$ cat src/logic/chess_pkg.sv
`default_nettype none

package chess_pkg;

   localparam int axil_addr_w = 12;
   localparam int rank_count = 8;

   localparam logic [1:0] axi_resp_okay = 2'b00;

   // Bit 3 of a square is the colour
   localparam logic [2:0] kind_pawn = 3'd1;
   localparam logic [2:0] kind_knight = 3'd2;
   localparam logic [2:0] kind_bishop = 3'd3;
   localparam logic [2:0] kind_rook = 3'd4;
   localparam logic [2:0] kind_queen = 3'd5;
   localparam logic [2:0] kind_king = 3'd6;

   localparam logic signed [15:0] pawn_value = 16'sd1;
   localparam logic signed [15:0] knight_value = 16'sd3;
   localparam logic signed [15:0] bishop_value = 16'sd3;
   localparam logic signed [15:0] rook_value = 16'sd5;
   localparam logic signed [15:0] queen_value = 16'sd9;
   localparam logic signed [15:0] king_value = 16'sd0;

   localparam logic [7:0] reg_ctrl = 8'd0;
   localparam logic [7:0] reg_side = 8'd1;
   localparam logic [7:0] reg_board_base = 8'd8;    // Rank 1 .. rank 8
   localparam logic [7:0] reg_pop = 8'd16;
   localparam logic [7:0] reg_eval = 8'd17;
   localparam logic [7:0] reg_kings = 8'd18;

   localparam int ctrl_start = 0;
   localparam int ctrl_clear_done = 1;

   typedef struct packed {
      logic       black;
      logic [2:0] kind;
   } piece_t;

   typedef union packed {
      logic [31:0]                raw;
      piece_t [rank_count-1:0]    sq;    // sq[0] is the a-file
   } reg_word_u;

   typedef struct packed {
      logic       valid;
      logic [7:0] addr;
      reg_word_u  data;
   } wr_req_t;

   typedef struct packed {
      reg_word_u [rank_count-1:0] board;
      logic                       white_to_move;
   } eval_cfg_t;

   typedef struct packed {
      logic [5:0]         white_pop;
      logic [5:0]         black_pop;
      logic signed [15:0] eval;
      logic [3:0]         white_kings;
      logic [3:0]         black_kings;
      logic               illegal;
   } eval_result_t;

endpackage

`default_nettype wire

$ cat src/logic/axil_write_port.sv
`timescale 1ns/1ps
`default_nettype none

module axil_write_port
(
   input  wire logic                              clk,
   input  wire logic                              rst_n,
   input  wire logic [chess_pkg::axil_addr_w-1:0] awaddr,
   input  wire logic                              awvalid,
   input  wire logic [31:0]                       wdata,
   input  wire logic                              wvalid,
   input  wire logic                              bready,
   output logic                                   awready,
   output logic                                   wready,
   output logic                                   bvalid,
   output chess_pkg::wr_req_t                     wr
);

   logic        aw_full;
   logic        w_full;
   logic [7:0]  aw_word;
   logic [31:0] w_data;

   // Nothing new is taken while a response is pending
   assign awready = !aw_full && !bvalid;
   assign wready  = !w_full && !bvalid;

   always_comb
   begin
      wr.valid    = aw_full && w_full;    // Pulses once both halves are held
      wr.addr     = aw_word;
      wr.data.raw = w_data;
   end

   always_ff @(posedge clk)
   begin
      if (!rst_n)
      begin
         aw_full <= 1'b0;
         w_full  <= 1'b0;
         bvalid  <= 1'b0;
      end
      else
      begin
         if (aw_full && w_full)
         begin
            aw_full <= 1'b0;
            w_full  <= 1'b0;
            bvalid  <= 1'b1;
         end
         else
         begin
            if (awvalid && awready)
               aw_full <= 1'b1;
            if (wvalid && wready)
               w_full <= 1'b1;
            if (bvalid && bready)
               bvalid <= 1'b0;
         end
      end
   end

   always_ff @(posedge clk)
   begin
      if (awvalid && awready)
         aw_word <= awaddr[9:2];    // Word address
      if (wvalid && wready)
         w_data <= wdata;
   end

endmodule

`default_nettype wire

$ cat src/logic/position_regs.sv
`timescale 1ns/1ps
`default_nettype none

module position_regs
(
   input  wire logic                              clk,
   input  wire logic                              rst_n,
   input  wire chess_pkg::wr_req_t                wr,
   input  wire logic [chess_pkg::axil_addr_w-1:0] araddr,
   input  wire logic                              arvalid,
   input  wire logic                              rready,
   output logic                                   arready,
   output logic [31:0]                            rdata,
   output logic                                   rvalid,
   input  wire logic                              busy,
   input  wire logic                              done,
   input  wire chess_pkg::eval_result_t           result,
   output logic                                   start,
   output chess_pkg::eval_cfg_t                   cfg
);

   chess_pkg::reg_word_u [chess_pkg::rank_count-1:0] board;
   logic                                             white_to_move;
   chess_pkg::eval_result_t                          res_q;
   logic                                             done_q;
   logic                                             ctrl_wr;
   logic [7:0]                                       wr_board_idx;
   logic [7:0]                                       rd_word;
   logic [7:0]                                       rd_board_idx;
   logic [31:0]                                      rd_data;

   assign ctrl_wr      = wr.valid && (wr.addr == chess_pkg::reg_ctrl);
   assign wr_board_idx = wr.addr - chess_pkg::reg_board_base;
   assign rd_word      = araddr[9:2];
   assign rd_board_idx = rd_word - chess_pkg::reg_board_base;
   assign arready      = !rvalid || rready;

   always_comb
   begin
      cfg.board         = board;
      cfg.white_to_move = white_to_move;
   end

   always_ff @(posedge clk)
   begin
      if (!rst_n)
      begin
         board         <= '0;    // Empty board
         white_to_move <= 1'b1;
      end
      else if (wr.valid)
      begin
         if (wr.addr == chess_pkg::reg_side)
            white_to_move <= wr.data.raw[0];
         else if (wr_board_idx < chess_pkg::rank_count)
            board[wr_board_idx[2:0]] <= wr.data;
      end
   end

   // A new start also drops the done bit of the previous run
   always_ff @(posedge clk)
   begin
      if (!rst_n)
      begin
         start  <= 1'b0;
         done_q <= 1'b0;
      end
      else
      begin
         start <= ctrl_wr && wr.data.raw[chess_pkg::ctrl_start];
         if (done)
            done_q <= 1'b1;
         else if (ctrl_wr && (wr.data.raw[chess_pkg::ctrl_start] ||
                              wr.data.raw[chess_pkg::ctrl_clear_done]))
            done_q <= 1'b0;
      end
   end

   always_ff @(posedge clk)
   begin
      if (!rst_n)
         res_q <= '0;
      else if (done)
         res_q <= result;
   end

   always_comb
   begin
      rd_data = '0;
      case (rd_word)
         chess_pkg::reg_ctrl :
         begin
            rd_data[0] = busy;
            rd_data[1] = done_q;
            rd_data[2] = res_q.illegal;
         end
         chess_pkg::reg_side :
            rd_data[0] = white_to_move;
         chess_pkg::reg_pop :
         begin
            rd_data[13:8] = res_q.black_pop;
            rd_data[5:0]  = res_q.white_pop;
         end
         chess_pkg::reg_eval :
            rd_data = {{16{res_q.eval[15]}}, res_q.eval};    // Sign extended
         chess_pkg::reg_kings :
         begin
            rd_data[11:8] = res_q.black_kings;
            rd_data[3:0]  = res_q.white_kings;
         end
         default :
         begin
            if (rd_board_idx < chess_pkg::rank_count)
               rd_data = board[rd_board_idx[2:0]].raw;
         end
      endcase
   end

   always_ff @(posedge clk)
   begin
      if (!rst_n)
         rvalid <= 1'b0;
      else if (arvalid && arready)
         rvalid <= 1'b1;
      else if (rready)
         rvalid <= 1'b0;
   end

   always_ff @(posedge clk)
   begin
      if (arvalid && arready)
         rdata <= rd_data;
   end

endmodule

`default_nettype wire

$ cat src/logic/position_eval.sv
`timescale 1ns/1ps
`default_nettype none

module position_eval
(
   input  wire logic                    clk,
   input  wire logic                    rst_n,
   input  wire logic                    start,
   input  wire chess_pkg::eval_cfg_t    cfg,
   output logic                         busy,
   output logic                         done,
   output chess_pkg::eval_result_t      result
);

   logic [2:0]           rank;
   logic                 last_rank;
   chess_pkg::reg_word_u cur_rank;
   logic [3:0]           rank_white;
   logic [3:0]           rank_black;
   logic [3:0]           rank_wk;
   logic [3:0]           rank_bk;
   logic signed [15:0]   rank_mat;
   logic signed [15:0]   value;
   logic                 occupied;
   logic [6:0]           white_acc;
   logic [6:0]           black_acc;
   logic [6:0]           wk_acc;
   logic [6:0]           bk_acc;
   logic signed [15:0]   mat_acc;
   logic [6:0]           white_nxt;
   logic [6:0]           black_nxt;
   logic [6:0]           wk_nxt;
   logic [6:0]           bk_nxt;
   logic signed [15:0]   mat_nxt;

   // A full board holds 64 pieces
   function automatic logic [5:0] sat_pop(input logic [6:0] n);
      return n[6] ? 6'h3f : n[5:0];
   endfunction

   function automatic logic [3:0] sat_kings(input logic [6:0] n);
      return (n > 7'd15) ? 4'hf : n[3:0];
   endfunction

   assign last_rank = (rank == 3'(chess_pkg::rank_count - 1));
   assign cur_rank  = cfg.board[rank];

   always_comb
   begin
      rank_white = '0;
      rank_black = '0;
      rank_wk    = '0;
      rank_bk    = '0;
      rank_mat   = '0;
      value      = '0;
      occupied   = 1'b0;
      for (int i = 0; i < chess_pkg::rank_count; i++)
      begin
         case (cur_rank.sq[i].kind)
            chess_pkg::kind_pawn   : value = chess_pkg::pawn_value;
            chess_pkg::kind_knight : value = chess_pkg::knight_value;
            chess_pkg::kind_bishop : value = chess_pkg::bishop_value;
            chess_pkg::kind_rook   : value = chess_pkg::rook_value;
            chess_pkg::kind_queen  : value = chess_pkg::queen_value;
            chess_pkg::kind_king   : value = chess_pkg::king_value;
            default                : value = '0;
         endcase
         occupied = (cur_rank.sq[i].kind >= chess_pkg::kind_pawn) &&
                    (cur_rank.sq[i].kind <= chess_pkg::kind_king);    // 0 and 7 are empty
         if (occupied && cur_rank.sq[i].black)
         begin
            rank_black = rank_black + 4'd1;
            rank_mat   = rank_mat - value;
            if (cur_rank.sq[i].kind == chess_pkg::kind_king)
               rank_bk = rank_bk + 4'd1;
         end
         else if (occupied)
         begin
            rank_white = rank_white + 4'd1;
            rank_mat   = rank_mat + value;
            if (cur_rank.sq[i].kind == chess_pkg::kind_king)
               rank_wk = rank_wk + 4'd1;
         end
      end
   end

   assign white_nxt = white_acc + {3'b000, rank_white};
   assign black_nxt = black_acc + {3'b000, rank_black};
   assign wk_nxt    = wk_acc + {3'b000, rank_wk};
   assign bk_nxt    = bk_acc + {3'b000, rank_bk};
   assign mat_nxt   = mat_acc + rank_mat;    // White positive

   always_ff @(posedge clk)
   begin
      if (!rst_n)
      begin
         busy <= 1'b0;
         done <= 1'b0;
         rank <= '0;
      end
      else
      begin
         done <= busy && last_rank;
         if (start && !busy)
         begin
            busy <= 1'b1;
            rank <= '0;
         end
         else if (busy)
         begin
            rank <= rank + 3'd1;
            if (last_rank)
               busy <= 1'b0;
         end
      end
   end

   always_ff @(posedge clk)
   begin
      if (start && !busy)
      begin
         white_acc <= '0;
         black_acc <= '0;
         wk_acc    <= '0;
         bk_acc    <= '0;
         mat_acc   <= '0;
      end
      else if (busy)
      begin
         white_acc <= white_nxt;
         black_acc <= black_nxt;
         wk_acc    <= wk_nxt;
         bk_acc    <= bk_nxt;
         mat_acc   <= mat_nxt;
      end
      if (busy && last_rank)
      begin
         result.white_pop   <= sat_pop(white_nxt);
         result.black_pop   <= sat_pop(black_nxt);
         result.eval        <= cfg.white_to_move ? mat_nxt : -mat_nxt;    // Side to move view
         result.white_kings <= sat_kings(wk_nxt);
         result.black_kings <= sat_kings(bk_nxt);
         result.illegal     <= (wk_nxt != 7'd1) || (bk_nxt != 7'd1);
      end
   end

endmodule

`default_nettype wire

$ cat src/logic/chess_ctrl_top.sv
`timescale 1ns/1ps
`default_nettype none

module chess_ctrl_top
(
   input  wire logic                              clk,
   input  wire logic                              rst_n,
   input  wire logic [chess_pkg::axil_addr_w-1:0] awaddr,
   input  wire logic                              awvalid,
   output logic                                   awready,
   input  wire logic [31:0]                       wdata,
   input  wire logic [3:0]                        wstrb,    // Full words only
   input  wire logic                              wvalid,
   output logic                                   wready,
   output logic [1:0]                             bresp,
   output logic                                   bvalid,
   input  wire logic                              bready,
   input  wire logic [chess_pkg::axil_addr_w-1:0] araddr,
   input  wire logic                              arvalid,
   output logic                                   arready,
   output logic [31:0]                            rdata,
   output logic [1:0]                             rresp,
   output logic                                   rvalid,
   input  wire logic                              rready
);

   chess_pkg::wr_req_t      wr;
   chess_pkg::eval_cfg_t    cfg;
   chess_pkg::eval_result_t result;
   logic                    start;
   logic                    busy;
   logic                    done;

   assign bresp = chess_pkg::axi_resp_okay;
   assign rresp = chess_pkg::axi_resp_okay;

   axil_write_port axil_write_port_i
   (
      .clk     (clk),
      .rst_n   (rst_n),
      .awaddr  (awaddr),
      .awvalid (awvalid),
      .wdata   (wdata),
      .wvalid  (wvalid),
      .bready  (bready),
      .awready (awready),
      .wready  (wready),
      .bvalid  (bvalid),
      .wr      (wr)
   );

   position_regs position_regs_i
   (
      .clk     (clk),
      .rst_n   (rst_n),
      .wr      (wr),
      .araddr  (araddr),
      .arvalid (arvalid),
      .rready  (rready),
      .arready (arready),
      .rdata   (rdata),
      .rvalid  (rvalid),
      .busy    (busy),
      .done    (done),
      .result  (result),
      .start   (start),
      .cfg     (cfg)
   );

   position_eval position_eval_i
   (
      .clk    (clk),
      .rst_n  (rst_n),
      .start  (start),
      .cfg    (cfg),
      .busy   (busy),
      .done   (done),
      .result (result)
   );

endmodule

`default_nettype wire

$ cat config.mk
export PLATFORM = sky130hd
export DESIGN_NAME = chess_ctrl_top
export DESIGN_NICKNAME = d
export VERILOG_FILES = /design/src/logic/chess_pkg.sv /design/src/logic/axil_write_port.sv /design/src/logic/position_regs.sv /design/src/logic/position_eval.sv /design/src/logic/chess_ctrl_top.sv
export SDC_FILE = /design/constraint.sdc
export NUM_CORES = 1
export LEC_CHECK = 0
export BUFFER_PORTS_ARGS = -buffer_cell sky130_fd_sc_hd__buf_4
export CORE_UTILIZATION = 52
export DETAILED_ROUTE_END_ITERATION = 12
export PLACE_DENSITY_LB_ADDON = 0.1
export SLEW_MARGIN = 25
export SYNTH_ARGS = -nofsm -noshare
export SYNTH_HDL_FRONTEND = slang
export SYNTH_SLANG_ARGS = --single-unit
$ cat constraint.sdc
create_clock -name clk -period 10.85 [get_ports clk]
set_input_delay 0.5425 -clock clk [delete_from_list [all_inputs] [get_ports clk]]
set_output_delay 0.5425 -clock clk [all_outputs]
set_load 0.05 [all_outputs]
==> impl_metrics.toml, run 1 <==
[cts]
clockBufferDepth = 3
cts_tree = "done"
cts-htree-levels = 2
clkTransAtPathRegs_ps = 60
clk_latency_ps = 620
root_buffer = "clkbuf_16"
clkSinkCount = 458
cts-buffers-inserted = 50

[route]
vias = 24970
drcViolationCount = 0
wl_per_cell_um = 20.73
ant_nets = 0
drt-initial-drc-count = 1517
vias_per_cell = 5.872
firstDrtPassIters = 5
wirelength_um = 88170

[yosys]
synth.area.top_cells = "dfxtp_1 23%, edfxtp_1 11%, mux4_2 9.3%, nand2_1 9.0%, a21boi_0 6.4%"
synth_top_area_share_pct = 23.07
yosysTopAreaCell = "dfxtp_1"
ys_warn_count = 0
synth_ff_type = "dfxtp_1"
syn-mean-instance-area_sq_um = 9.186
syn_area_sq_mm = 0.03029
synth_seq_cells = 458
yosysSeqAreaShare_pct = 33.87
synth_edf_count = 109
yosys.cell_types.count = 116
syn_inst = 3297
synth_async_sr_flop_share_pct = 0

[floorplanning]
core_region_area_sq_mm = 0.05759
initial_utilization_pct = 52.60
die_h_um = 243.3
placementRows = 88
dieWidth_um = 243.3
io_pins = 108
die_area_sq_mm = 0.05921

[global_route]
grt_pass1_vias = 25140
grt_start_max_net_pins = 171
antenna_found_initial = 1
grt_first_pass_wirelength_um = 137600
track_usage_pct = 29.52
grt_overflow = 0

[worst_setup_path]
crit_path_end_kind = "register"
crit_slowest_cell = "mux4_2"
arrival_ps = 11070
crit_type = "register to register"
cp_common_cell = "inv_2"
cp_max_fo = 8
path_buf_inv = 9
cp.required_ps = 11180
max_stage_delay_ps = 570
cp_top_family = "adder cells"
start_kind = "register"

[timing]
min_period_ps = 10740
worst_slew_pin_slew_ps = 1112
hold_viol_final = 0
setup_viol = 0
finClkSkew_ps = 39.20
layout_setup_ws_ps = 109.2
fin_crit_sh_pct = 98.99
rsz0062_at_grt = "true"
tns_ps = 0
final_max_slew_viol_count = 0
relSlewSlack_pct = 25.58
max_clock_freq_ghz = 0.09310

[finish]
n_fill_cell = 4917
fin_nets = 3660
drive_gt1_share_pct = 21.19
area_growth_pct = 14.78
final_util_pct = 60.37
antenna_cells = 0

[power]
peakVddDrop_mv = 0.1292
p_per_area_mw_per_mm2 = 104.7
p_leak_nw = 13.10

[run]
maxCapViolCount = 0

[placement]
gp_congestion = 0.8838
dp_slack_ps = -510.0
detailed_place_hpwl_um = 59930
io_buffers = 91

[outcome]
status = "complete, no violations"

[worst_hold_path]
hp-class = "input pin to register"
## state kept, by name (all words and copies together) (netlist names), 3 cells and up
| register | cells |
|---|---|
| axil_write_port_i.aw_word | 8 |
| axil_write_port_i.w_data | 32 |
| position_eval_i.bk_acc | 7 |
| position_eval_i.black_acc | 7 |
| position_eval_i.mat_acc | 16 |
| position_eval_i.rank | 3 |
| position_eval_i.result | 37 |
| position_eval_i.white_acc | 7 |
| position_eval_i.wk_acc | 7 |
| position_regs_i.cfg | 256 |
| position_regs_i.rdata | 32 |
| position_regs_i.res_q | 37 |
## cells in the mapped netlist (103+ instances only)
library cell / n
mux4_2: 125
edfxtp_1: 109
nand2_1: 728
dfxtp_1: 349
a21boi_0: 259
nor2_1: 136
ha_1: 129
clkbuf_1: 141
a21oi_1: 107
inv_1: 103
mux2i_1: 135
o21ai_0: 106
## worst reg2reg max path: cells and delay by family, from the launching register on
kind / cells / cell delay, ps
fa+ha+maj: 8 / 3110
compound gates: 20 / 2480
mux: 8 / 1810
xor+xnor: 6 / 1050
buf+inv: 9 / 770
simple gates: 10 / 740
flops: 1 / 440
## logic make-up (layout without fill, tap and decap cells)
group,Yosys count,after routing,synth area share [%]
and+or+nand+nor,1216,1216,18.18
AOI/OAI and AO/OA,651,651,14.86
DFF,458,458,33.87
buffers and inverters,325,513,4.809
muxes,318,318,16.06
xor gates and xnor gates,181,181,5.717
adders and majority gates,147,147,6.486
other,1,4,0.01238
## timing repair
| action | 4_1_cts | 5_1_grt |
|---|---|---|
| cloned | 0 | 0 |
| pin swaps | 26 | 53 |
| gates resized for setup | 34 | 65 |
| endpoints found under the setup margin | 6 | 10 |
| hold buffers | 0 | 0 |
| buffers inserted | 17 | 7 |
## placed cells by master (no fill, tap or decap), types with 92 or more instances in the layout
master and instances:
nand2_1 723, dfxtp_1 345, buf_4 306, a21boi_0 259, mux2i_1 134, nor2_1 131, mux4_2 125, ha_1 118
edfxtp_1 109, inv_1 94, o21ai_0 93, xnor2_1 92
## layer usage
layer | track usage [%] | vias up | part of all wire, %
met2 | 50.62 | 769 | 48
met5 | 0 | - | 0.015
met3 | 4.274 | 192 | 6.4
met4 | 11.78 | 2 | 3.7
met1 | 37.26 | 12200 | 42
li1 | - | 11810 | -
## metrics by stage
stage	power [mW]	hold slack [ps]	cell area, sq um	instances
final	3.641	93.72	34760	4253
after global routing	3.739	85.61	34760	4253
after CTS	3.668	71.50	34370	4246
after detailed placement	1.972	466.3	32490	4136
after global placement	1.969	458.7	32490	4136
after floorplan	1.923	440.3	30380	3300
## path summary, 6_finish.rpt
kind                                                  from                           end  cells past startpoint  slack, ps
worst min register to register  position_eval_i.mat_acc[4]    position_eval_i.mat_acc[4]                      2        470
worst max register to register     position_eval_i.rank[0]    position_eval_i.result[24]                     61        110
worst max-delay path               position_eval_i.rank[0]    position_eval_i.result[24]                     61        110
worst min-delay path                             wdata[19]  axil_write_port_i.w_data[19]                      1         90
## layout make-up
type	instances	area [sq um]	area share [%]
multi-input combinational	2517	19110	54.96
clock inverter	19	219.0	0.6299
clock buffer	74	1413	4.063
inverter	107	404.1	1.163
sequential	458	10270	29.55
timing repair buffer	313	2391	6.878
tap	765	957.2	2.753
## where the power goes
part	switching [mW]	internal, mW
Sequential	0.0271	1.76
Combinational	0.0884	0.0564
Clock	0.727	0.979
Total	0.842	2.80
No activity file was read; power rests on OpenSTA's default activity.
==> run 2: changes to the inputs <==
--- a/config.mk
+++ b/config.mk
@@ -5,6 +5,7 @@
 export SDC_FILE = /design/constraint.sdc
 export NUM_CORES = 1
 export LEC_CHECK = 0
+export ABC_AREA = 1
 export BUFFER_PORTS_ARGS = -buffer_cell sky130_fd_sc_hd__buf_4
 export CORE_UTILIZATION = 52
 export DETAILED_ROUTE_END_ITERATION = 12
==> impl_metrics.toml, run 2 <==
[cts]
cts-htree-levels = 2
clk_latency_ps = 620
clockBufferDepth = 3
cts_tree = "done"
clkTransAtPathRegs_ps = 70
clkSinkCount = 458
root_buffer = "clkbuf_16"
cts-buffers-inserted = 49

[yosys]
syn-mean-instance-area_sq_um = 6.940
synth.area.top_cells = "dfxtp_1 23%, edfxtp_1 11%, nand2_1 9.7%, o21ai_0 9.4%, a21oi_1 8.6%"
yosysMostFrequentCell = "nand2_1"
syn_area_sq_mm = 0.02973
synth_async_sr_flop_share_pct = 0
yosysSeqAreaShare_pct = 34.51
synth_top_area_share_pct = 23.50
synth_ff_type = "dfxtp_1"
synth_seq_cells = 458
ys_top_cells_by_count = "768 x nand2_1, 579 x inv_1, 556 x o21ai_0"
yosysTopAreaCell = "dfxtp_1"
ys_warn_count = 0
yosys.cell_types.count = 72
synth_edf_count = 109
syn_inst = 4284

[route]
vias_per_cell = 5.427
highest_layer = "met4"
wl_met3_um = 6848
firstDrtPassIters = 6
wirelength_um = 91890
drt-initial-drc-count = 2808
drcViolationCount = 0
wl_per_cell_um = 17.12
wl_met2_um = 40490
vias = 29130
wl_met1_um = 42130
ant_nets = 0

[power]
switching_share_pct = 25.97
power_frac_comb_pct = 10.0
peakVddDrop_mv = 0.1352
pwr-share-seq_pct = 46.5
p_per_area_mw_per_mm2 = 110.5
p_leak_nw = 15.58
p_sw_mw = 1.026
p_int_mw = 2.926
clock_power_share_pct = 43.5

[finish]
fin_nets = 4785
fin_cells = 5368
mostFrequentLayoutCells = "735 x nand2_1, 561 x inv_1, 539 x o21ai_0"
largest_reg_flops = 256
antenna_cells = 0
drive_gt1_share_pct = 18.19
area_growth_pct = 20.33
final_common_cell = "nand2_1"

[placement]
detailed_place_hpwl_um = 61090
gp_congestion = 0.9053
dp_cells = 5236
io_buffers = 91

[worst_setup_path]
max_stage_delay_ps = 410
start_kind = "register"
cp.required_ps = 11230
crit_slowest_cell = "fa_1"
arrival_ps = 11180
cp_common_cell = "nand2_1"
crit_type = "register to register"
cp_max_fo = 5
r2r_slack_ps = 50
crit_path_end_kind = "register"

[timing]
rsz0062_at_grt = "true"
setup_viol = 0
hold_viol_final = 0
tns_ps = 0
final_max_slew_viol_count = 0
min_period_ps = 10800
finClkSkew_ps = 39.01
fin_crit_sh_pct = 99.57
worst_slew_pin_slew_ps = 1193
relSlewSlack_pct = 19.62
max_clock_freq_ghz = 0.09256

[global_route]
antenna_found_initial = 1
grt_first_pass_wirelength_um = 141100
track_usage_pct = 30.94
grt_pass1_vias = 25850
grt_start_max_net_pins = 134
grt_overflow = 0

[outcome]
status = "complete, no violations"

[floorplanning]
die_area_sq_mm = 0.05814
placementRows = 87
dieWidth_um = 241.1
core_region_area_sq_mm = 0.05639
io_pins = 108
initial_utilization_pct = 52.73
die_h_um = 241.1

[run]
maxCapViolCount = 0

[worst_hold_path]
hp-class = "input pin to register"
## run 2: cell types whose count changed after synthesis, sizes merged, moves of 72 or more
cell,previous run,this run
mux4,126,0
a21boi,261,2
xnor2,104,32
o21ai,109,596
inv,107,623
nand2,729,819
a21oi,112,509
nor2,140,326
nand3,34,208
mux2i,142,2
nor2b,73,0
## run 2: final cells by class
type	instances	area [sq um]
Clock buffer	65	1410
Sequential cell	458	10260
Inverter	631	2416
Fill cell	5147	20610
Tap cell	756	945.9
Timing Repair Buffer	440	3403
Clock inverter	26	244.0
Multi-Input combinational cell	2992	17090
## run 2: timing repair
| item | CTS | global route |
|---|---|---|
| pin swaps | 45 | 74 |
| setup endpoints to repair | 6 | 13 |
| gates cloned | 1 | 1 |
| hold buffers | 0 | 0 |
| resized for setup | 61 | 160 |
| buffers inserted | 21 | 21 |
## run 2: path summary, 6_finish.rpt
| kind | to | from | depth (start not counted) |
|---|---|---|---|
| worst min register to register | position_regs_i.cfg[118] | position_regs_i.cfg[118] | 2 |
| worst max-delay path | position_eval_i.result[24] | position_eval_i.rank[0] | 72 |
| worst min-delay path | axil_write_port_i.w_data[4] | wdata[4] | 1 |
| worst max register to register | position_eval_i.result[24] | position_eval_i.rank[0] | 72 |
## run 2: worst max-delay path: cells and delay by family (launching register included)
family | cells | cell delay (ps)
AO/OA/AOI/OAI | 21 | 3250
AND/OR/NAND/NOR | 32 | 3020
adder cells (fa/ha/maj) | 8 | 3010
buffers and inverters | 11 | 920
flip-flops | 1 | 360
## run 2: logic make-up after synthesis
logic type	Yosys count	share of synthesized area (%)
AO/OA/AOI/OAI	1266	22.75
XOR/XNOR	122	3.771
adder cells (fa/ha/maj)	146	6.574
buffers and inverters	837	11.15
flip-flops	458	34.51
multiplexers	3	0.1052
other	1	0.01261
AND/OR/NAND/NOR	1451	21.13
## run 2: power groups by stage
stage / Clock [mW] / Sequential [mW] / Combinational, mW
5_1_grt: 1.80 / 1.84 / 0.437
4_1_cts: 1.73 / 1.84 / 0.373
3_3_place_gp: 0 / 1.87 / 0.364
2_1_floorplan: 0 / 1.88 / 0.208
3_5_place_dp: 0 / 1.87 / 0.367
6_report: 1.72 / 1.84 / 0.397
## run 2: per-stage QoR
| stage | instance area, sq um | worst slack, ps | util (%) | hold WS (ps) | power (mW) |
|---|---|---|---|---|---|
| after CTS | 34920 | 4.341 | 61.93 | 80.46 | 3.942 |
| after global placement | 32850 | -410.5 | 58.25 | 445.0 | 2.238 |
| after detailed placement | 32850 | -614.4 | 58.25 | 447.9 | 2.240 |
| after floorplan | 29770 | 5.204 | - | 433.6 | 2.090 |
| final | 35770 | 46.76 | 63.44 | 102.6 | 3.952 |
| after global routing | 35770 | -701.5 | 63.44 | 92.12 | 4.083 |
## run 2: layer usage
layer | global-route usage, % | vias up
met5 | 0 | -
li1 | - | 14710
met1 | 44.74 | 13300
met2 | 48.20 | 991
met3 | 3.797 | 135
met4 | 8.707 | 0
